--- src/vchess_pkg.sv ---
`default_nettype none

package vchess_pkg;

   localparam int SIDE_WIDTH = 32; // 8 squares of 4 bits
   localparam int BOARD_WIDTH = 8 * SIDE_WIDTH;
   localparam int REPDET_WIDTH = 4;
   localparam int REPDET_DEPTH = 16;
   localparam int HALF_MOVE_WIDTH = 8;
   localparam int EVAL_WIDTH = 24; // Signed
   localparam int MAX_POSITIONS_LOG2 = 8;

   typedef logic [BOARD_WIDTH-1:0] board_t;
   typedef logic [31:0] word_t;

   // Word addresses, byte address bits 9:2
   typedef enum logic [7:0] {
      CTRL         = 8'h00,
      MOVE_INDEX   = 8'h01,
      ROOT_FLAGS   = 8'h02,
      HALF_MOVE    = 8'h03,
      BOARD_R0     = 8'h08,
      BOARD_R1     = 8'h09,
      BOARD_R2     = 8'h0a,
      BOARD_R3     = 8'h0b,
      BOARD_R4     = 8'h0c,
      BOARD_R5     = 8'h0d,
      BOARD_R6     = 8'h0e,
      BOARD_R7     = 8'h0f,
      REP_DEPTH    = 8'h10,
      REP_CASTLE   = 8'h11,
      REP_WRITE    = 8'h12,
      REP_BOARD_R0 = 8'h18,
      REP_BOARD_R1 = 8'h19,
      REP_BOARD_R2 = 8'h1a,
      REP_BOARD_R3 = 8'h1b,
      REP_BOARD_R4 = 8'h1c,
      REP_BOARD_R5 = 8'h1d,
      REP_BOARD_R6 = 8'h1e,
      REP_BOARD_R7 = 8'h1f,
      WHITE_ATK_LO = 8'd128,
      WHITE_ATK_HI = 8'd129,
      BLACK_ATK_LO = 8'd130,
      BLACK_ATK_HI = 8'd131,
      MOVE_FLAGS   = 8'd132,
      EVAL         = 8'd134,
      MOVE_COUNT   = 8'd135,
      ROOT_EVAL    = 8'd136
   } reg_addr_e;

endpackage

`default_nettype wire
--- src/repdet_if.sv ---
`timescale 1ns/1ps
`default_nettype none

interface repdet_if
   import vchess_pkg::*;
   ();

   board_t                  rep_board; // Staged history entry
   logic [3:0]              rep_castle_mask;
   logic [REPDET_WIDTH-1:0] rep_wr_addr;
   logic                    rep_wr_en;
   logic [REPDET_WIDTH-1:0] depth; // Entries below this count
   board_t                  query_board;
   logic [3:0]              query_castle_mask;
   logic                    thrice_rep;

   modport ctrl (
      output rep_board, rep_castle_mask, rep_wr_addr, rep_wr_en, depth,
      output query_board, query_castle_mask,
      input  thrice_rep
   );

   modport tbl (
      input  rep_board, rep_castle_mask, rep_wr_addr, rep_wr_en, depth,
      input  query_board, query_castle_mask,
      output thrice_rep
   );

endinterface

`default_nettype wire

--- src/control.sv ---
`timescale 1ns/1ps
`default_nettype none

module control
   import vchess_pkg::*;
(
   input  wire                           clk,
   input  wire                           reset,
   input  wire  [39:0]                   wr_addr,
   input  wire  word_t                   wr_data,
   input  wire                           wr_valid,
   input  wire                           initial_mate,
   input  wire                           initial_stalemate,
   input  wire  signed [EVAL_WIDTH-1:0]  initial_eval,
   input  wire                           am_moves_ready,
   input  wire                           am_move_ready,
   input  wire  [MAX_POSITIONS_LOG2-1:0] am_move_count,
   input  wire  signed [EVAL_WIDTH-1:0]  am_eval_in,
   input  wire                           am_capture_in,
   input  wire                           am_white_in_check_in,
   input  wire                           am_black_in_check_in,
   input  wire  [63:0]                   am_white_is_attacking_in,
   input  wire  [63:0]                   am_black_is_attacking_in,
   input  wire  [39:0]                   axi_araddr,
   input  wire  [2:0]                    axi_arprot,
   input  wire                           axi_arvalid,
   input  wire                           axi_rready,
   output logic                          soft_reset,
   output logic                          am_new_board_valid,
   output logic                          am_clear_moves,
   output logic [MAX_POSITIONS_LOG2-1:0] am_move_index,
   output board_t                        am_new_board,
   output logic [3:0]                    am_castle_mask,
   output logic [3:0]                    am_en_passant_col,
   output logic                          am_white_to_move,
   output logic [HALF_MOVE_WIDTH-1:0]    am_half_move,
   output logic                          axi_arready,
   output word_t                         axi_rdata,
   output logic [1:0]                    axi_rresp,
   output logic                          axi_rvalid,
   repdet_if.ctrl                        rep
);

   logic      wr_in_map;
   logic      rd_in_map;
   reg_addr_e wr_reg;
   reg_addr_e rd_reg;
   logic [2:0] wr_rank;
   logic [2:0] rd_rank;
   word_t     rd_word;

   assign wr_in_map = (wr_addr[39:10] == '0);
   assign rd_in_map = (axi_araddr[39:10] == '0);
   assign wr_reg = reg_addr_e'(wr_addr[9:2]);
   assign rd_reg = reg_addr_e'(axi_araddr[9:2]);
   assign wr_rank = wr_addr[4:2];
   assign rd_rank = axi_araddr[4:2];

   assign axi_arready = 1'b1;
   assign axi_rresp = 2'b00;

   assign rep.query_board = am_new_board; // Root position is the query
   assign rep.query_castle_mask = am_castle_mask;

   always_ff @(posedge clk)
   begin
      if (reset)
      begin
         am_new_board_valid <= 1'b0;
         am_clear_moves <= 1'b0;
         soft_reset <= 1'b0;
         rep.rep_wr_en <= 1'b0;
         rep.depth <= '0;
         am_move_index <= '0;
      end
      else
      begin
         am_new_board_valid <= 1'b0; // Strobes last one cycle
         am_clear_moves <= 1'b0;
         rep.rep_wr_en <= 1'b0;
         if (wr_valid && wr_in_map)
         begin
            case (wr_reg)
               CTRL:
               begin
                  am_new_board_valid <= wr_data[0];
                  am_clear_moves <= wr_data[1];
                  soft_reset <= wr_data[31];
               end
               MOVE_INDEX: am_move_index <= wr_data[MAX_POSITIONS_LOG2-1:0];
               REP_DEPTH: rep.depth <= wr_data[REPDET_WIDTH-1:0];
               REP_WRITE: rep.rep_wr_en <= wr_data[31];
               default: ;
            endcase
         end
      end
   end

   always_ff @(posedge clk)
   begin
      if (wr_valid && wr_in_map)
      begin
         case (wr_reg)
            ROOT_FLAGS: {am_white_to_move, am_castle_mask, am_en_passant_col} <= wr_data[8:0];
            HALF_MOVE: am_half_move <= wr_data[HALF_MOVE_WIDTH-1:0];
            BOARD_R0, BOARD_R1, BOARD_R2, BOARD_R3,
            BOARD_R4, BOARD_R5, BOARD_R6, BOARD_R7:
               am_new_board[wr_rank * SIDE_WIDTH +: SIDE_WIDTH] <= wr_data;
            REP_CASTLE: rep.rep_castle_mask <= wr_data[3:0];
            REP_WRITE: rep.rep_wr_addr <= wr_data[REPDET_WIDTH-1:0];
            REP_BOARD_R0, REP_BOARD_R1, REP_BOARD_R2, REP_BOARD_R3,
            REP_BOARD_R4, REP_BOARD_R5, REP_BOARD_R6, REP_BOARD_R7:
               rep.rep_board[wr_rank * SIDE_WIDTH +: SIDE_WIDTH] <= wr_data;
            default: ;
         endcase
      end
   end

   always_comb
   begin
      rd_word = '0;
      if (rd_in_map)
      begin
         case (rd_reg)
            CTRL: rd_word = {soft_reset, 24'b0, rep.thrice_rep, initial_mate, initial_stalemate,
                             am_move_ready, am_moves_ready, am_clear_moves, am_new_board_valid};
            MOVE_INDEX: rd_word = word_t'(am_move_index);
            ROOT_FLAGS: rd_word = {23'b0, am_white_to_move, am_castle_mask, am_en_passant_col};
            HALF_MOVE: rd_word = word_t'(am_half_move);
            BOARD_R0, BOARD_R1, BOARD_R2, BOARD_R3,
            BOARD_R4, BOARD_R5, BOARD_R6, BOARD_R7:
               rd_word = am_new_board[rd_rank * SIDE_WIDTH +: SIDE_WIDTH];
            REP_DEPTH: rd_word = word_t'(rep.depth);
            REP_CASTLE: rd_word = {28'b0, rep.rep_castle_mask};
            REP_WRITE: rd_word = {rep.rep_wr_en, 27'b0, rep.rep_wr_addr};
            REP_BOARD_R0, REP_BOARD_R1, REP_BOARD_R2, REP_BOARD_R3,
            REP_BOARD_R4, REP_BOARD_R5, REP_BOARD_R6, REP_BOARD_R7:
               rd_word = rep.rep_board[rd_rank * SIDE_WIDTH +: SIDE_WIDTH];
            WHITE_ATK_LO: rd_word = am_white_is_attacking_in[31:0];
            WHITE_ATK_HI: rd_word = am_white_is_attacking_in[63:32];
            BLACK_ATK_LO: rd_word = am_black_is_attacking_in[31:0];
            BLACK_ATK_HI: rd_word = am_black_is_attacking_in[63:32];
            MOVE_FLAGS: rd_word = {29'b0, am_black_in_check_in, am_white_in_check_in,
                                   am_capture_in};
            EVAL: rd_word = {{(32 - EVAL_WIDTH){am_eval_in[EVAL_WIDTH-1]}}, am_eval_in};
            MOVE_COUNT: rd_word = word_t'(am_move_count);
            ROOT_EVAL: rd_word = {{(32 - EVAL_WIDTH){initial_eval[EVAL_WIDTH-1]}}, initial_eval};
            default: rd_word = '0;
         endcase
      end
   end

   always_ff @(posedge clk)
   begin
      if (reset)
         axi_rvalid <= 1'b0;
      else if (axi_arvalid)
         axi_rvalid <= 1'b1; // New request wins over a pending one
      else if (axi_rready)
         axi_rvalid <= 1'b0;
   end

   always_ff @(posedge clk)
   begin
      if (axi_arvalid)
         axi_rdata <= rd_word;
   end

   a_rvalid_after_arvalid: assert property (@(posedge clk) disable iff (reset)
      $rose(axi_rvalid) |-> $past(axi_arvalid) && !$isunknown(axi_rdata));

endmodule

`default_nettype wire

--- src/flat_wrapper.sv ---
// flat-port wrapper written by rule: the top's interface ports become plain ports
module control_flat import vchess_pkg::*;
  (clk, reset, wr_addr, wr_data, wr_valid, initial_mate, initial_stalemate, initial_eval, am_moves_ready, am_move_ready, am_move_count, am_eval_in, am_capture_in, am_white_in_check_in, am_black_in_check_in, am_white_is_attacking_in, am_black_is_attacking_in, axi_araddr, axi_arprot, axi_arvalid, axi_rready, soft_reset, am_new_board_valid, am_clear_moves, am_move_index, am_new_board, am_castle_mask, am_en_passant_col, am_white_to_move, am_half_move, axi_arready, axi_rdata, axi_rresp, axi_rvalid, rep_rep_board, rep_rep_castle_mask, rep_rep_wr_addr, rep_rep_wr_en, rep_depth, rep_query_board, rep_query_castle_mask, rep_thrice_rep);
  repdet_if rep_i ();
  input  wire clk;
  input  wire reset;
  input  wire  [39:0] wr_addr;
  input  wire  word_t wr_data;
  input  wire wr_valid;
  input  wire initial_mate;
  input  wire initial_stalemate;
  input  wire  signed [EVAL_WIDTH-1:0] initial_eval;
  input  wire am_moves_ready;
  input  wire am_move_ready;
  input  wire  [MAX_POSITIONS_LOG2-1:0] am_move_count;
  input  wire  signed [EVAL_WIDTH-1:0] am_eval_in;
  input  wire am_capture_in;
  input  wire am_white_in_check_in;
  input  wire am_black_in_check_in;
  input  wire  [63:0] am_white_is_attacking_in;
  input  wire  [63:0] am_black_is_attacking_in;
  input  wire  [39:0] axi_araddr;
  input  wire  [2:0] axi_arprot;
  input  wire axi_arvalid;
  input  wire axi_rready;
  output logic soft_reset;
  output logic am_new_board_valid;
  output logic am_clear_moves;
  output logic [MAX_POSITIONS_LOG2-1:0] am_move_index;
  output board_t am_new_board;
  output logic [3:0] am_castle_mask;
  output logic [3:0] am_en_passant_col;
  output logic am_white_to_move;
  output logic [HALF_MOVE_WIDTH-1:0] am_half_move;
  output logic axi_arready;
  output word_t axi_rdata;
  output logic [1:0] axi_rresp;
  output logic axi_rvalid;
  output wire logic [$bits(rep_i.rep_board)-1:0] rep_rep_board;
  output wire logic [$bits(rep_i.rep_castle_mask)-1:0] rep_rep_castle_mask;
  output wire logic [$bits(rep_i.rep_wr_addr)-1:0] rep_rep_wr_addr;
  output wire logic [$bits(rep_i.rep_wr_en)-1:0] rep_rep_wr_en;
  output wire logic [$bits(rep_i.depth)-1:0] rep_depth;
  output wire logic [$bits(rep_i.query_board)-1:0] rep_query_board;
  output wire logic [$bits(rep_i.query_castle_mask)-1:0] rep_query_castle_mask;
  input wire logic [$bits(rep_i.thrice_rep)-1:0] rep_thrice_rep;
  assign rep_rep_board = rep_i.rep_board;
  assign rep_rep_castle_mask = rep_i.rep_castle_mask;
  assign rep_rep_wr_addr = rep_i.rep_wr_addr;
  assign rep_rep_wr_en = rep_i.rep_wr_en;
  assign rep_depth = rep_i.depth;
  assign rep_query_board = rep_i.query_board;
  assign rep_query_castle_mask = rep_i.query_castle_mask;
  assign rep_i.thrice_rep = rep_thrice_rep;
  control u_core (.clk(clk), .reset(reset), .wr_addr(wr_addr), .wr_data(wr_data), .wr_valid(wr_valid), .initial_mate(initial_mate), .initial_stalemate(initial_stalemate), .initial_eval(initial_eval), .am_moves_ready(am_moves_ready), .am_move_ready(am_move_ready), .am_move_count(am_move_count), .am_eval_in(am_eval_in), .am_capture_in(am_capture_in), .am_white_in_check_in(am_white_in_check_in), .am_black_in_check_in(am_black_in_check_in), .am_white_is_attacking_in(am_white_is_attacking_in), .am_black_is_attacking_in(am_black_is_attacking_in), .axi_araddr(axi_araddr), .axi_arprot(axi_arprot), .axi_arvalid(axi_arvalid), .axi_rready(axi_rready), .soft_reset(soft_reset), .am_new_board_valid(am_new_board_valid), .am_clear_moves(am_clear_moves), .am_move_index(am_move_index), .am_new_board(am_new_board), .am_castle_mask(am_castle_mask), .am_en_passant_col(am_en_passant_col), .am_white_to_move(am_white_to_move), .am_half_move(am_half_move), .axi_arready(axi_arready), .axi_rdata(axi_rdata), .axi_rresp(axi_rresp), .axi_rvalid(axi_rvalid), .rep(rep_i));
endmodule
--- config.mk ---
export PLATFORM = sky130hd
export DESIGN_NAME = control_flat
export DESIGN_NICKNAME = d
export VERILOG_FILES = /design/src/vchess_pkg.sv /design/src/repdet_if.sv /design/src/control.sv /design/src/flat_wrapper.sv
export SDC_FILE = /design/constraint.sdc
export NUM_CORES = 1
export LEC_CHECK = 0
export BUFFER_PORTS_ARGS = -buffer_cell sky130_fd_sc_hd__buf_2
export CAP_MARGIN = 20
export CELL_PAD_IN_SITES_DETAIL_PLACEMENT = 1
export CELL_PAD_IN_SITES_GLOBAL_PLACEMENT = 1
export CORE_AREA = 2 2 446 448
export CTS_BUF_LIST = sky130_fd_sc_hd__clkbuf_8 sky130_fd_sc_hd__clkbuf_16
export CTS_CLUSTER_SIZE = 14
export DETAILED_ROUTE_END_ITERATION = 12
export DIE_AREA = 0 0 448 450
export PLACE_DENSITY = 0.35
export SYNTH_ARGS = -nofsm -noshare
export SYNTH_HDL_FRONTEND = slang
export SYNTH_SLANG_ARGS = --single-unit
--- constraint.sdc ---
create_clock -name clk -period 7.3 [get_ports clk]
set_input_delay 1.095 -clock clk [delete_from_list [all_inputs] [get_ports clk]]
set_output_delay 1.095 -clock clk [all_outputs]
set_load 0.005 [all_outputs]
==> impl_results.md <==
- Status: finished, final reports clean
- Crit-path max FO: 22
- GRT Max-Usage Layer: met2
- CTS Buffer Depth: 3
- Yosys Warn Count: 0
- RD Place Congestion: 0.8269
- Die span in x: 448 µm
- Number of DRC markers in iteration 0: 2022
- WHS: 0.4920 ns
- Setup Viol. Count Final: 0
- Syn_area_per_cell: ~12 µm²
- Worst VDD drop: 0.0001351 V
- Area occupied by multi-input gates: 8265 µm²
- RSZ-0062 raised after global routing: no
- DP HPWL: approximately 160 mm
- Fillers: 22670
- Req. time, crit path: roughly 7.7 ns
- Layout area overhead: 35.11%
- Post-synth top area share: 60.68%
- Antenna violations before repair: 53
- Die area: around 200000 µm²
- Total number of vias: 24020
- Routed Antenna Nets: 0
- PwrDens: 218.8 nW/µm²
- Synth top area cells: edfxtp_1 61%, buf_4 7.2%, nand2_1 4.9%
- Max incr delay on CP: between 0.8 and 0.9 ns
- Worst-Margin Slew: 1.112 ns
- Cell taking the most area after synthesis: edfxtp_1
- Clock Sinks: 586
- Vias in the first global route: 23720
- Crit-path cells: buf_2 > nor4b_4 > and2_4 > buf_4 > mux4_2 > o211ai_1 > a31oi_1
- DRC Markers: 0
- Number of enable flip-flop cells after synthesis: 569
- Reg clk slew, reported paths: approximately 0.06 ns
- Hold crit path type: reg2reg
- Htree depth: 3
- Gates resized, CTS repair: 0
- Mapped Area: 28160 µm²
- Post-synthesis sequential area ratio: about three fifths
- Startpoint Class: input pin
- TritonCTS buffer count: 81
- Layout cells sized above 1: 42.73%
- Crit-path slowest cell: o211ai_1
- Main synth FF type: edfxtp_1
- TritonCTS clock tree: yes
- CP Buf/Inv Count: 2
- TritonRoute pass-1 iters: 7
- Slew Limit Fails: 0
- Final WL: between 200 and 250 mm
- Syn Inst Count: 2352
- GRT met2 Usage: between 30% and 40%
- Leak pwr: 12.87 nW
- Clk_lat worst skew: 0.71 ns
- Final instance area: ~38000 µm²
- Final hold viol count: 0
- Number of distinct library cells after synthesis: between 50 and 60
- Fmax: approximately 230 MHz
- Async SR Flop Fraction: 0%
- Max cap viols: 0
- Fin crit period: 4.267 ns
- Global-route wire length before repair: 262.9 mm
- Dpl cell area: 35380 µm²
- Rows: 163
- Boundary pin count: 1161
- Delay-heaviest family, CP: simple AND/OR/NAND/NOR gates
- Met1 Use GR: 26.63%
- Post-synthesis register bit count: 586
- FF/Latch Area: 17430 µm²
- Grt met3 use: 3.859%
- GR Util All Layers: about a fifth
- Crit. End Element: flop
- Die height: 450 µm
- Total setup buffers inserted after CTS: 0
- Final net count: 3562
- Final worst path period share: between 50% and 60%
- Rel. slew slack: between 20 and 30%
- Core Box Area: approximately 200000 µm²
- Largest net degree at the start of global routing: 94
- Clock Skews: around 0.023 ns
- Worst EP arrival: 4.68 ns
- I/O Buffers: roughly 1200
- Total gr overflow: 0
- Via density: ~4
- Setup CP Type: in2reg
- Initial core utilization: 14.32%
- Setup_tns: 0 ns
- Hold buffers post-CTS: 0
- Wire per inst: 35.28 µm
- CTS root buffer: clkbuf_16
[final cells by class]
cell class | instances | share of cell area [%]
antenna | 10 | 0.06577
clock buffer | 83 | 5.459
clock inverter | 64 | 1.473
inverter | 7 | 0.06906
multi-input combinational | 1346 | 21.73
sequential | 586 | 45.81
tap | 2640 | 8.682
timing repair buffer | 1223 | 16.72
[Yosys cell counts (4+ instances only)]
library cell / n
edfxtp_1: 569
nand2_1: 370
buf_4: 271
and2_1: 219
nand3_1: 114
nor2_1: 105
clkbuf_1: 94
a21oi_1: 79
a31oi_1: 64
nor3_1: 47
mux2i_1: 45
nand4_1: 41
mux4_2: 35
a22o_1: 34
buf_2: 33
a22oi_1: 28
a221oi_1: 27
nor4_1: 18
dfxtp_1: 17
buf_1: 11
o21ai_0: 11
o2111ai_1: 10
o21a_1: 10
inv_1: 7
o31ai_1: 7
nand3b_1: 6
nor2b_1: 6
ha_1: 5
nand2b_1: 5
or3_1: 5
a211oi_1: 4
a41oi_1: 4
o211ai_1: 4
o21ai_1: 4
[worst paths after layout]
check / startpoint / end / slack (ns) / cells past startpoint
setup reg to reg: u_core.am_new_board[88]$_DFFE_PP_ / u_core.axi_rdata[24]$_SDFFCE_PP0P_ / 5.12 / 3
setup / recovery: axi_araddr[5] / u_core.axi_rdata[24]$_SDFFCE_PP0P_ / 3.03 / 7
hold reg to reg: u_core.soft_reset$_SDFFE_PP0P_ / u_core.soft_reset$_SDFFE_PP0P_ / 0.49 / 2
hold / removal: u_core.soft_reset$_SDFFE_PP0P_ / u_core.soft_reset$_SDFFE_PP0P_ / 0.49 / 2
[cells by family after synthesis]
family,share of synthesized area (%)
AND/OR/NAND/NOR,16.44
flip-flops,61.89
buffers and inverters,9.593
AO/OA/AOI/OAI,7.354
multiplexers,4.479
adder cells (fa/ha/maj),0.2222
other,0.02667
[tightest hold or removal path: cells and delay by family (launching register included)]
family          cells  cell delay, ns
compound gates      1            0.05
simple gates        1            0.06
flops               1            0.33
[where the power goes]
part           leakage [nW]  switching, mW  internal [mW]
clock network          1.32           1.70           2.38
registers              4.31        0.00188           3.67
logic                  7.24          0.415          0.164
total                  12.9           2.11           6.21
[cells in the final DEF, fill, tap and decap left out, drive strengths merged, types with 9 or more instances in the layout]
cell type,count
buf,1223
a221oi,27
dfxtp,17
edfxtp,569
a22oi,28
a22o,34
diode,10
nand3,114
nand2,370
o21a,10
and2,220
clkinv,40
nand4,41
nor3,49
inv,19
mux2i,45
a21oi,79
o2111ai,10
o21ai,15
nor2,105
clkbuf,83
mux4,35
nor4,18
bufinv,9
a31oi,64
[flip-flops by register name (all words and copies together), names as in the netlist, 4 cells and up]
| name | flops |
|---|---|
| u_core.axi_rdata | 32 |
| u_core.rep.rep_board | 256 |
| u_core.am_move_index | 8 |
| u_core.am_new_board | 256 |
| u_core.rep.depth | 4 |
| u_core.am_en_passant_col | 4 |
| u_core.rep.rep_castle_mask | 4 |
| u_core.am_half_move | 8 |
| u_core.rep.rep_wr_addr | 4 |
| u_core.am_castle_mask | 4 |
[through the flow]
step | power, mW | util (%) | setup slack, ns | cells
4_1_cts | 8.459 | 19.33 | 3.052 | 5948
5_1_grt | 8.573 | 19.34 | 3.010 | 5952
3_5_place_dp | 4.334 | 17.99 | 2.250 | 5801
6_report | 8.324 | 19.35 | 3.033 | 5959
3_3_place_gp | 4.332 | 17.98 | 2.277 | 5800
2_1_floorplan | 3.948 | - | 1.684 | 2353
[routing by layer]
| layer | up-vias | share of wire, % |
|---|---|---|
| met5 | - | 0.014 |
| met4 | 4 | 1.8 |
| met3 | 142 | 5.8 |
| met2 | 951 | 49 |
| met1 | 12750 | 44 |
| li1 | 10180 | - |
No activity file was read; power rests on OpenSTA's default activity.
