`src/vchess_pkg.sv`:
```
`default_nettype none

package vchess_pkg;

   localparam int SIDE_WIDTH = 32; // 8 squares of 4 bits
   localparam int BOARD_WIDTH = 8 * SIDE_WIDTH;
   localparam int REPDET_WIDTH = 4;
   localparam int REPDET_DEPTH = 16;
   localparam int HALF_MOVE_WIDTH = 8;
   localparam int EVAL_WIDTH = 24; // Signed
   localparam int MAX_POSITIONS_LOG2 = 8;

   typedef logic [BOARD_WIDTH-1:0] board_t;
   typedef logic [31:0] word_t;

   // Word addresses, byte address bits 9:2
   typedef enum logic [7:0] {
      CTRL         = 8'h00,
      MOVE_INDEX   = 8'h01,
      ROOT_FLAGS   = 8'h02,
      HALF_MOVE    = 8'h03,
      BOARD_R0     = 8'h08,
      BOARD_R1     = 8'h09,
      BOARD_R2     = 8'h0a,
      BOARD_R3     = 8'h0b,
      BOARD_R4     = 8'h0c,
      BOARD_R5     = 8'h0d,
      BOARD_R6     = 8'h0e,
      BOARD_R7     = 8'h0f,
      REP_DEPTH    = 8'h10,
      REP_CASTLE   = 8'h11,
      REP_WRITE    = 8'h12,
      REP_BOARD_R0 = 8'h18,
      REP_BOARD_R1 = 8'h19,
      REP_BOARD_R2 = 8'h1a,
      REP_BOARD_R3 = 8'h1b,
      REP_BOARD_R4 = 8'h1c,
      REP_BOARD_R5 = 8'h1d,
      REP_BOARD_R6 = 8'h1e,
      REP_BOARD_R7 = 8'h1f,
      WHITE_ATK_LO = 8'd128,
      WHITE_ATK_HI = 8'd129,
      BLACK_ATK_LO = 8'd130,
      BLACK_ATK_HI = 8'd131,
      MOVE_FLAGS   = 8'd132,
      EVAL         = 8'd134,
      MOVE_COUNT   = 8'd135,
      ROOT_EVAL    = 8'd136
   } reg_addr_e;

endpackage

`default_nettype wire
```
`src/axi4lite_write.sv`:
```
`timescale 1ns/1ps
`default_nettype none

module axi4lite_write
   import vchess_pkg::*;
(
   input  wire         clk,
   input  wire         reset,
   input  wire  [39:0] axi_awaddr,
   input  wire  [2:0]  axi_awprot,
   input  wire         axi_awvalid,
   input  wire  word_t axi_wdata,
   input  wire  [3:0]  axi_wstrb,
   input  wire         axi_wvalid,
   input  wire         axi_bready,
   output logic        axi_awready,
   output logic        axi_wready,
   output logic        axi_bvalid,
   output logic [1:0]  axi_bresp,
   output logic [39:0] addr,
   output word_t       data,
   output logic        valid
);

   logic handshake;

   assign handshake = axi_awready && axi_awvalid && axi_wready && axi_wvalid;
   assign axi_bresp = 2'b00; // Always OKAY

   always_ff @(posedge clk)
   begin
      if (reset)
      begin
         axi_awready <= 1'b0;
         axi_wready <= 1'b0;
         axi_bvalid <= 1'b0;
         valid <= 1'b0;
      end
      else
      begin
         // One-cycle ready once both beats wait and no response is pending
         axi_awready <= axi_awvalid && axi_wvalid && !axi_awready && !axi_bvalid;
         axi_wready <= axi_awvalid && axi_wvalid && !axi_wready && !axi_bvalid;
         valid <= handshake;
         if (handshake)
            axi_bvalid <= 1'b1;
         else if (axi_bready)
            axi_bvalid <= 1'b0;
      end
   end

   always_ff @(posedge clk)
   begin
      if (handshake)
      begin
         addr <= axi_awaddr;
         data <= axi_wdata;
      end
   end

   a_valid_single: assert property (@(posedge clk) disable iff (reset)
      valid |=> !valid);

endmodule

`default_nettype wire

```
`config.mk`:
```
export PLATFORM = sky130hd
export DESIGN_NAME = axi4lite_write
export DESIGN_NICKNAME = d
export VERILOG_FILES = /design/src/vchess_pkg.sv /design/src/axi4lite_write.sv
export SDC_FILE = /design/constraint.sdc
export NUM_CORES = 1
export LEC_CHECK = 0
export ABC_AREA = 1
export BUFFER_PORTS_ARGS = -buffer_cell sky130_fd_sc_hd__buf_4
export CORE_AREA = 3 3 81 83
export DETAILED_ROUTE_END_ITERATION = 10
export DIE_AREA = 0 0 84 86
export PLACE_DENSITY_LB_ADDON = 0.12
export SYNTH_ARGS = -nofsm -noshare
export SYNTH_HDL_FRONTEND = slang
export SYNTH_SLANG_ARGS = --single-unit
```
`constraint.sdc`:
```
create_clock -name clk -period 2.66 [get_ports clk]
set_clock_uncertainty 0.1 [all_clocks]
set_input_delay 0 -clock clk [delete_from_list [all_inputs] [get_ports clk]]
set_output_delay 0 -clock clk [all_outputs]
set_load 0.01 [all_outputs]
```
==> results of run 1 <==
worst max-delay path, delay by kind of cell, from the launching register on:
family                 cells  cell delay (ns)
buffers and inverters      3             1.13
flip-flops                 1             0.35
AND/OR/NAND/NOR            3             0.19
repair_timing:
action,in CTS,in global routing
hold endpoints to repair,76,0
hold buffers,78,0
buffers inserted,0,0
cells by family after synthesis:
kind of cell,after synthesis
DFF,76
and+or+nand+nor,10
buffers and inverters,5
other,1
synth_stat cells (all sizes together):
cell type and count:
inv 3, edfxtp 72, nor3 2, buf 2, conb 1, dfxtp 4
nand2 6, nor2 2
metal layers:
metal / up-vias / GRT usage [%] / part of all wire [%]
li1: 831 / - / -
met1: 816 / 17.9 / 34
met2: 74 / 32.8 / 58
met3: 8 / 5.38 / 6.9
met4: 0 / 8.92 / 1.3
met5: - / 0 / 0
final cells by class:
class	instances	share of cell area, %
well taps	75	2.04
multi-input cells	12	1.31
flip-flops and latches	76	48.8
clock inverters	4	2.07
clock buffers	12	3.38
inverters	3	0.245
repair buffers	232	42.2
worst min-delay path by stage:
stage | start | endpoint
after floorplan | axi_awaddr[0] | addr[0]$_DFFE_PP_
after global placement | axi_wdata[15] | data[15]$_DFFE_PP_
after detailed placement | axi_awaddr[5] | addr[5]$_DFFE_PP_
after CTS | axi_wvalid | valid$_SDFF_PP0_
after global routing | axi_wvalid | valid$_SDFF_PP0_
final | axi_wvalid | valid$_SDFF_PP0_
power by group:
group          leakage, nW  total [W]  internal [W]  switching [W]
registers            0.680    0.00131       0.00131     0.00000147
logic                 1.11   0.000191      0.000146      0.0000440
clock network        0.127    0.00107      0.000674       0.000391
total                 1.92    0.00257       0.00213       0.000437
flip-flops by register name (all words and copies together) (netlist names):
name,cells
addr,40
axi_awready,1
axi_bvalid,1
axi_wready,1
data,32
valid,1
through the flow:
step | hold WS, ns | std cells | worst slack (ns) | power [W] | instance area (um^2)
after global routing | 0.245 | 414 | 0.767 | 0.00266 | 4590
final | 0.226 | 414 | 0.832 | 0.00257 | 4590
after detailed placement | 0.0794 | 320 | 1.12 | 0.00144 | 3560
after global placement | 0.0779 | 320 | 1.15 | 0.00143 | 3560
after floorplan | -0.00113 | 93 | 0.576 | 0.00135 | 2330
after CTS | 0.200 | 414 | 0.853 | 0.00259 | 4590
==> reports/metrics.yaml, run 1 <==
critical_path:
  cp_max_fo: 2
  r2r_end: "axi_bvalid$_SDFFE_PP0P_"
  endpoint_kind: "flop"
  path_class: "flop to flop"
  reg2reg_from: "axi_bvalid$_SDFFE_PP0P_"
  ff2ff_setup_slack_ns: 0.83
  slowest_delay_ns: 0.56
  ff2ff_path_depth: 6
  setup.worst_path.start_class: "flop"
  worstSetupEndpoint: "axi_bvalid$_SDFFE_PP0P_"
  path_cells: "inv_2, nor2_1, nand2_1, dlygate4sd3_1, nand2_1, dlygate4sd3_1"
  cp-startpoint: "axi_bvalid$_SDFFE_PP0P_"
  required_ns: 2.83
  slowest_stage: "dlygate4sd3_1"
  worst_ep_arrival_time_ns: 2.00
cells_and_area:
  multi_input_area_um2: 60.1
  num_antenna_cells: 0
  final_nets: 418
  syn_to_final_growth_pct: 97.6
  area.sequential_um2: 2240
  fill_cells: 355
  final_cell_mix: "154 x buf_4, 78 x dlygate4sd3_1, 72 x edfxtp_1"
  drive_gt1_share_pct: 51.3
  postLayoutCoreUtil_pct: 77.6
  final_common_cell: "buf_4"
logic_synthesis:
  ys_ff_latch: 76
  synth_cells: 92
  synth_largest_area_cell: "edfxtp_1"
  yosysWarnings: 0
  synth_compound_area_share_pct: 0
  synth_area_leaders: "edfxtp_1 93%, dfxtp_1 3.4%, buf_4 0.65%"
  synth_xor_area_share_pct: 0
  synth.top_cell.area_share_pct: 93.0
  yosysSeqAreaShare_pct: 96.4
  syn_area_um2: 2320
  synth_simple_gate_area_share_pct: 2.26
  synthMuxAreaShare_pct: 0
  yosys.area_share.adder_pct: 0
  syn_area_per_cell_um2: 25.3
  synth_top_family_by_area: "simple AND/OR/NAND/NOR gates"
  synth.distinct_cells: 11
min_path:
  hold_class: "input pin to flop"
  min_path_cells: 6
power_and_ir_drop:
  p_leak_nw: 1.92
  p_per_area_nw_per_um2: 559
  vdd_ir_drop_max_mv: 0.419
routing:
  wl_per_cell_um: 14.7
  routed_wl_um: 6100
  ant_nets: 0
  via_per_inst: 4.18
  vias: 1729
  first_pass_iters: 4
  drcViolationCount: 0
  drtIter0Drc: 49
place:
  place_congestion: 0.675
  port_buffers: 152
  dp_hpwl_um: 3840
grt:
  antenna_found_initial: 0
  grt_max_degree: 50
  track_usage_pct: 17.7
  grt_overflow: 0
  grt_pass1_vias: 1929
  grt_pass1_wl_um: 9600
sta:
  period_needed_ns: 1.83
  slew_violations: 0
  fin_crit_sh_pct: 68.7
  maxSlewHeadroom_pct: 60.1
  rsz0062_at_grt: "false"
  setup_viol: 0
  final_hold_viol_count: 0
  max_freq_mhz: 547
  worst_slew_pin_slew_ns: 0.599
  fin_setup_tns_ns: 0
die:
  num_rows: 28
  core_um2: 5920
  die_x_um: 84
  die_area_um2: 7220
  ioPinCount: 162
  floorplan.initialDensity_pct: 39.3
  die_h_um: 86
cts:
  htreeDepth: 3
  cts_max_path_buffers: 2
  cts_resized: 0
  cts_tree: "built"
  cts_num_sinks: 76
  path_clk_slew_ns: 0.08
  cts_made_buffers: 9
  insertion_delay_ns: 0.33
  clockRootBuffer: "clkbuf_8"
status:
  outcome: "finished clean"
flow_run:
  cap_violations: 0
(Power assumes the default switching activity.)
==> run 2, diff against run 1 <==
Settings changed: CORE_AREA 3 3 81 83 to 3 3 85 87, DIE_AREA 0 0 84 86 to 0 0 88 90.
Clock period 2.66 ns to 1.5 ns, I/O delays scaled along.
==> run 2 against run 1 <==
Net effect:
- hold slack lost 0.085 ns
- die area grew 9.6%
- power grew 58%
- register-to-register slack lost 0.60 ns
- combinational power grew 77%
- sequential cell count is the same
- clock power grew 30%
- non-clock buffer count shrank 2
- critical path type is now input pin to flop
- largest cell class unchanged
==> reports/metrics.yaml, run 2 (synthesized netlist as in run 1, its figures left out) <==
status:
  outcome: "finished clean"
cts:
  postCtsSetupBuffers: 0  # unchanged
  path_clk_slew_ns: 0.06  # -0.02 ns
  cts_resized: 0  # unchanged
  htreeDepth: 3  # unchanged
  cts_tree: "built"
  cts_num_sinks: 76  # unchanged
  insertion_delay_ns: 0.32  # about the same
  hold_buffers: 76  # -2.6%
  cts_made_buffers: 9  # unchanged
  cts_max_path_buffers: 2  # unchanged
  clockRootBuffer: "clkbuf_8"
routing:
  wl_met1_um: 2130  # +2.7%
  routed_wl_um: 6220  # +2.1%
  vias: 1704  # -1.4%
  drtIter0Drc: 86  # +76%
  first_pass_iters: 4  # unchanged
  wl_met3_um: 468  # +12%
  ant_nets: 0  # unchanged
  via_per_inst: 4.13  # -1.2%
  wl_per_cell_um: 15.1  # +2.3%
  highest_layer: "met4"
  route.met2.wl_um: 3520  # -0.28%
  drcViolationCount: 0  # unchanged
power_and_ir_drop:
  p_leak_nw: 1.87  # -2.2%
  switchingPower_w: 0.000729  # +67%
  p_per_area_nw_per_um2: 896  # +60%
  seqPwrFrac_pct: 57.3  # +6.2 points
  comb_power_share_pct: 8.3  # +0.9 points
  intPower_w: 0.00333  # +56%
  p_sw_share_pct: 18.0  # +0.96 points
  vdd_ir_drop_max_mv: 0.593  # +41%
  clockPowerShare_pct: 34.3  # -7.2 points
sta:
  setup_viol: 0  # unchanged
  slew_violations: 0  # unchanged
  rsz0062_at_grt: "false"
  max_freq_mhz: 751
  fin_crit_sh_pct: 88.8
  period_needed_ns: 1.33
  final_hold_viol_count: 0  # unchanged
critical_path:
  setup.worst_path.start_class: "input pin"
  endpoint_kind: "flop"
  ff2ff_path_depth: 3  # -3
  cp_max_fo: 2  # unchanged
  path_class: "input pin to flop"
  worst_ep_arrival_time_ns: 1.46  # -0.54 ns
  ff2ff_setup_slack_ns: 0.23  # -0.60 ns
  reg2reg_from: "axi_awready$_SDFF_PP0_"
  r2r_end: "addr[33]$_DFFE_PP_"
  required_ns: 1.63  # -1.20 ns
cells_and_area:
  final_nets: 416  # -0.48%
  syn_to_final_growth_pct: 94.8
  drive_gt1_share_pct: 51.2  # -0.14 points
  final_cell_mix: "152 x buf_4, 76 x dlygate4sd3_1, 72 x edfxtp_1"
  postLayoutCoreUtil_pct: 70.5  # -7.1 points
  top_regs: "addr (40), data (32)"
  largest_register: "addr"
  final_common_cell: "buf_4"
  layout.cells.non_filler: 413  # -0.24%
  largest_reg_flops: 40  # unchanged
  num_antenna_cells: 0  # unchanged
grt:
  grt_max_degree: 45  # -10%
  grt_overflow: 0  # unchanged
  grt_pass1_wl_um: 9310  # -3.0%
  antenna_found_initial: 0  # unchanged
  track_usage_pct: 16.0  # -1.7 points
  grt_pass1_vias: 1884  # -2.3%
place:
  place_congestion: 0.672  # -0.47%
  port_buffers: 152  # unchanged
  dpl.cell_count: 322  # +0.63%
min_path:
  min_path_cells: 6  # unchanged
  hold_class: "input pin to flop"
  min_from: "axi_wvalid"
  whs_endpoint: "valid$_SDFF_PP0_"
die:
  die_area_um2: 7920  # +9.6%
  floorplan.initialDensity_pct: 36.2  # -3.1 points
  die_h_um: 90  # +4.7%
  die_x_um: 88  # +4.8%
  core_um2: 6420  # +8.5%
  num_rows: 29  # +3.6%
  ioPinCount: 162  # unchanged
flow_run:
  cap_violations: 0  # unchanged
run 2: through the flow:
step / TNS (ns) / total power, W / hold slack (ns) / area, um^2 / worst slack [ns]
5_1_grt: 0 / 0.00423 / 0.150 / 4530 / 0.116
6_report: 0 / 0.00406 / 0.142 / 4530 / 0.168
4_1_cts: 0 / 0.00411 / 0.112 / 4530 / 0.228
3_5_place_dp: 0 / 0.00255 / 0.0792 / 3600 / 0.235
2_1_floorplan: -39.42 / 0.00239 / -0.00113 / 2330 / -0.538
3_3_place_gp: 0 / 0.00254 / 0.0782 / 3600 / 0.252
run 2: worst max-delay path, stage by stage:
cell and delay [ns]:
dlygate4sd3_1 0.53, buf_4 0.11, nand2_2 0.06, dlygate4sd3_1 0.58, nor3_1 0.19
run 2: layout make-up:
type	instances	area, um^2
Clock buffer	11	131
Clock inverter	4	41.3
Fill cell	440	1890
Inverter	3	11.3
Multi-Input combinational cell	12	62.6
Sequential cell	76	2240
Tap cell	77	96.3
Timing Repair Buffer	230	1940
run 2: worst max-delay path by stage:
| stage | endpoint | from | depth (start not counted) | slack, ns |
|---|---|---|---|---|
| after floorplan | addr[0]$_DFFE_PP_ | axi_awready$_SDFF_PP0_ | 2 | -0.54 |
| after detailed placement | addr[26]$_DFFE_PP_ | axi_awready$_SDFF_PP0_ | 3 | 0.23 |
| after global routing | axi_awready$_SDFF_PP0_ | axi_awvalid | 5 | 0.12 |
| after global placement | addr[26]$_DFFE_PP_ | axi_awready$_SDFF_PP0_ | 3 | 0.25 |
| final | axi_awready$_SDFF_PP0_ | axi_awvalid | 5 | 0.17 |
| after CTS | addr[9]$_DFFE_PP_ | axi_awready$_SDFF_PP0_ | 3 | 0.23 |
run 2: metal layers:
layer  vias to the layer above  track usage [%]
li1                        827                -
met1                       787             15.2
met2                        80             29.5
met3                        10             5.12
met4                         0             8.31
met5                         -                0
run 2: power groups by stage:
stage | combinational [W] | clock (W) | sequential (W)
2_1_floorplan | 0.0000135 | 0 | 0.00238
3_3_place_gp | 0.000168 | 0 | 0.00237
3_5_place_dp | 0.000172 | 0 | 0.00237
4_1_cts | 0.000336 | 0.00144 | 0.00233
5_1_grt | 0.000362 | 0.00154 | 0.00233
6_report | 0.000338 | 0.00139 | 0.00233
==> run 3, diff against run 2 <==
Settings changed: CORE_AREA 3 3 85 87 to 3 3 83 85, CTS_BUF_LIST set to sky130_fd_sc_hd__clkbuf_2 sky130_fd_sc_hd__clkbuf_4 sky130_fd_sc_hd__clkbuf_8, DIE_AREA 0 0 88 90 to 0 0 86 88.
==> run 3 against run 2 <==
Net effect:
- sequential power barely moved
- die area fell by 4.4%
- setup slack improved by 0.037 ns
- largest power group unchanged
- final area rose by 0.88%
- final cell count rose by 0.48%
- first-iteration DRC count fell by 3.5%
- routed wire length fell by 0.63%
==> reports/metrics.yaml, run 3 (synthesized netlist as in run 1, its figures left out) <==
cells_and_area:
  layout.cells.non_filler: 415  # +0.48%
  final_nets: 417  # +0.24%
  top_regs: "addr (40), data (32)"
  final_cell_mix: "153 x buf_4, 77 x dlygate4sd3_1, 72 x edfxtp_1"
  postLayoutCoreUtil_pct: 72.8  # +2.3 points
  final_common_cell: "buf_4"
  fill_cells: 408  # -7.3%
  largest_reg_flops: 40  # unchanged
  syn_to_final_growth_pct: 96.6
  drive_gt1_share_pct: 52.7  # +1.5 points
  num_antenna_cells: 0  # unchanged
  largest_register: "addr"
power_and_ir_drop:
  p_sw_share_pct: 18.3  # +0.32 points
  intPower_w: 0.00351  # +5.5%
  clockPowerShare_pct: 38.1  # +3.8 points
  seqPwrFrac_pct: 54.1  # -3.2 points
  total_power_w: 0.00430  # +5.9%
  switchingPower_w: 0.000787  # +7.8%
  p_leak_nw: 1.90  # +1.2%
  comb_power_share_pct: 7.8  # -0.5 points
  vdd_ir_drop_max_mv: 0.614  # +3.5%
  p_per_area_nw_per_um2: 941  # +5.0%
grt:
  antenna_found_initial: 0  # unchanged
  grt_max_degree: 59  # +31%
  grt_pass1_wl_um: 9170  # -1.5%
  grt_pass1_vias: 1842  # -2.2%
  grt_overflow: 0  # unchanged
  track_usage_pct: 16.7  # +0.77 points
die:
  die_x_um: 86  # -2.3%
  core_um2: 6280  # -2.3%
  ioPinCount: 162  # unchanged
  floorplan.initialDensity_pct: 37.0  # +0.84 points
  die_h_um: 88  # -2.2%
  num_rows: 29  # unchanged
  die_area_um2: 7570  # -4.4%
sta:
  rsz0062_at_grt: "false"
  final_hold_viol_count: 0  # unchanged
  period_needed_ns: 1.30  # -0.0372 ns
  setup_ws_ns: 0.205  # +0.0372 ns
  holdWs_ns: 0.176  # +0.0349 ns
  fin_crit_sh_pct: 86.3  # -2.5 points
  slew_violations: 0  # unchanged
  max_freq_mhz: 772  # +2.9%
  setup_viol: 0  # unchanged
critical_path:
  setup.worst_path.start_class: "flop"
  path_class: "flop to flop"
  endpoint_kind: "flop"
  worst_ep_arrival_time_ns: 1.47  # about the same
  required_ns: 1.68  # +0.05 ns
  cp_max_fo: 2  # unchanged
cts:
  cts_num_sinks: 76  # unchanged
  hold_buffers: 77  # +1.3%
  cts_made_buffers: 9  # unchanged
  path_clk_slew_ns: 0.07  # about the same
  cts_max_path_buffers: 2  # unchanged
  clockRootBuffer: "clkbuf_8"
  insertion_delay_ns: 0.33  # about the same
  htreeDepth: 3  # unchanged
  postCtsSetupBuffers: 0  # unchanged
  cts_resized: 0  # unchanged
  cts_tree: "built"
place:
  dp_slack_ns: 0.219  # -0.0157 ns
  place_congestion: 0.652  # -2.9%
  port_buffers: 152  # unchanged
  dpl.cell_count: 322  # unchanged
  dp_hpwl_um: 3730
routing:
  drtIter0Drc: 83  # -3.5%
  first_pass_iters: 4  # unchanged
  via_per_inst: 4.19  # +1.4%
  wl_per_cell_um: 14.9  # -1.1%
  routed_wl_um: 6180  # -0.63%
  vias: 1737  # +1.9%
  drcViolationCount: 0  # unchanged
  ant_nets: 0  # unchanged
status:
  outcome: "finished clean"
min_path:
  hold_class: "input pin to flop"
flow_run:
  cap_violations: 0  # unchanged
-- run 3: cell types whose count changed in the layout (fill, tap and decap cells not counted), sizes merged --
cell	before	now
bufinv	1	2
dlygate4sd3	76	77
clkbuf	11	9
clkinv	3	4
clkinvlp	0	1
-- run 3: final timing paths --
kind / start / endpoint / slack (ns) / depth (start not counted)
setup reg to reg: axi_bvalid$_SDFFE_PP0P_ / axi_bvalid$_SDFFE_PP0P_ / 0.20 / 5
hold / removal: axi_wvalid / valid$_SDFF_PP0_ / 0.18 / 6
hold reg to reg: axi_wready$_SDFF_PP0_ / axi_wready$_SDFF_PP0_ / 0.33 / 1
setup / recovery: axi_bvalid$_SDFFE_PP0P_ / axi_bvalid$_SDFFE_PP0P_ / 0.20 / 5
-- run 3: power by group through the flow --
stage | registers (W) | logic (W) | clock network (W)
final | 0.00233 | 0.000337 | 0.00164
after global routing | 0.00233 | 0.000362 | 0.00179
after CTS | 0.00233 | 0.000334 | 0.00168
after detailed placement | 0.00237 | 0.000173 | 0
after global placement | 0.00237 | 0.000168 | 0
after floorplan | 0.00238 | 0.0000135 | 0
-- run 3: layout make-up --
| cell class | instances | area, um^2 | area share [%] |
|---|---|---|---|
| tap | 77 | 96.3 | 2.11 |
| timing repair buffer | 231 | 1940 | 42.4 |
| inverter | 3 | 11.3 | 0.246 |
| sequential | 76 | 2240 | 49.1 |
| multi-input combinational | 12 | 62.6 | 1.37 |
| clock buffer | 9 | 124 | 2.71 |
| clock inverter | 7 | 91.3 | 2.00 |
-- run 3: metrics by stage --
step	setup TNS (ns)	cell area, um^2
2_1_floorplan	-39.42	2330
3_3_place_gp	0	3580
3_5_place_dp	0	3580
4_1_cts	0	4570
5_1_grt	0	4570
6_report	0	4570
-- run 3: worst max-delay path: stages (launching register included) --
cell and delay, ns:
dfxtp_1 0.35, inv_2 0.04, nor2_1 0.08, nand2_1 0.05
dlygate4sd3_1 0.55, nand2_1 0.07
-- run 3: layer usage --
layer | routed length, um | GRT usage (%) | share of wire [%] | vias up
li1 | - | - | - | 830
met1 | 2070 | 17.0 | 33 | 802
met2 | 3370 | 30.3 | 55 | 92
met3 | 608 | 6.40 | 9.8 | 13
met4 | 133 | 7.91 | 2.2 | 0
met5 | 0 | 0 | 0 | -
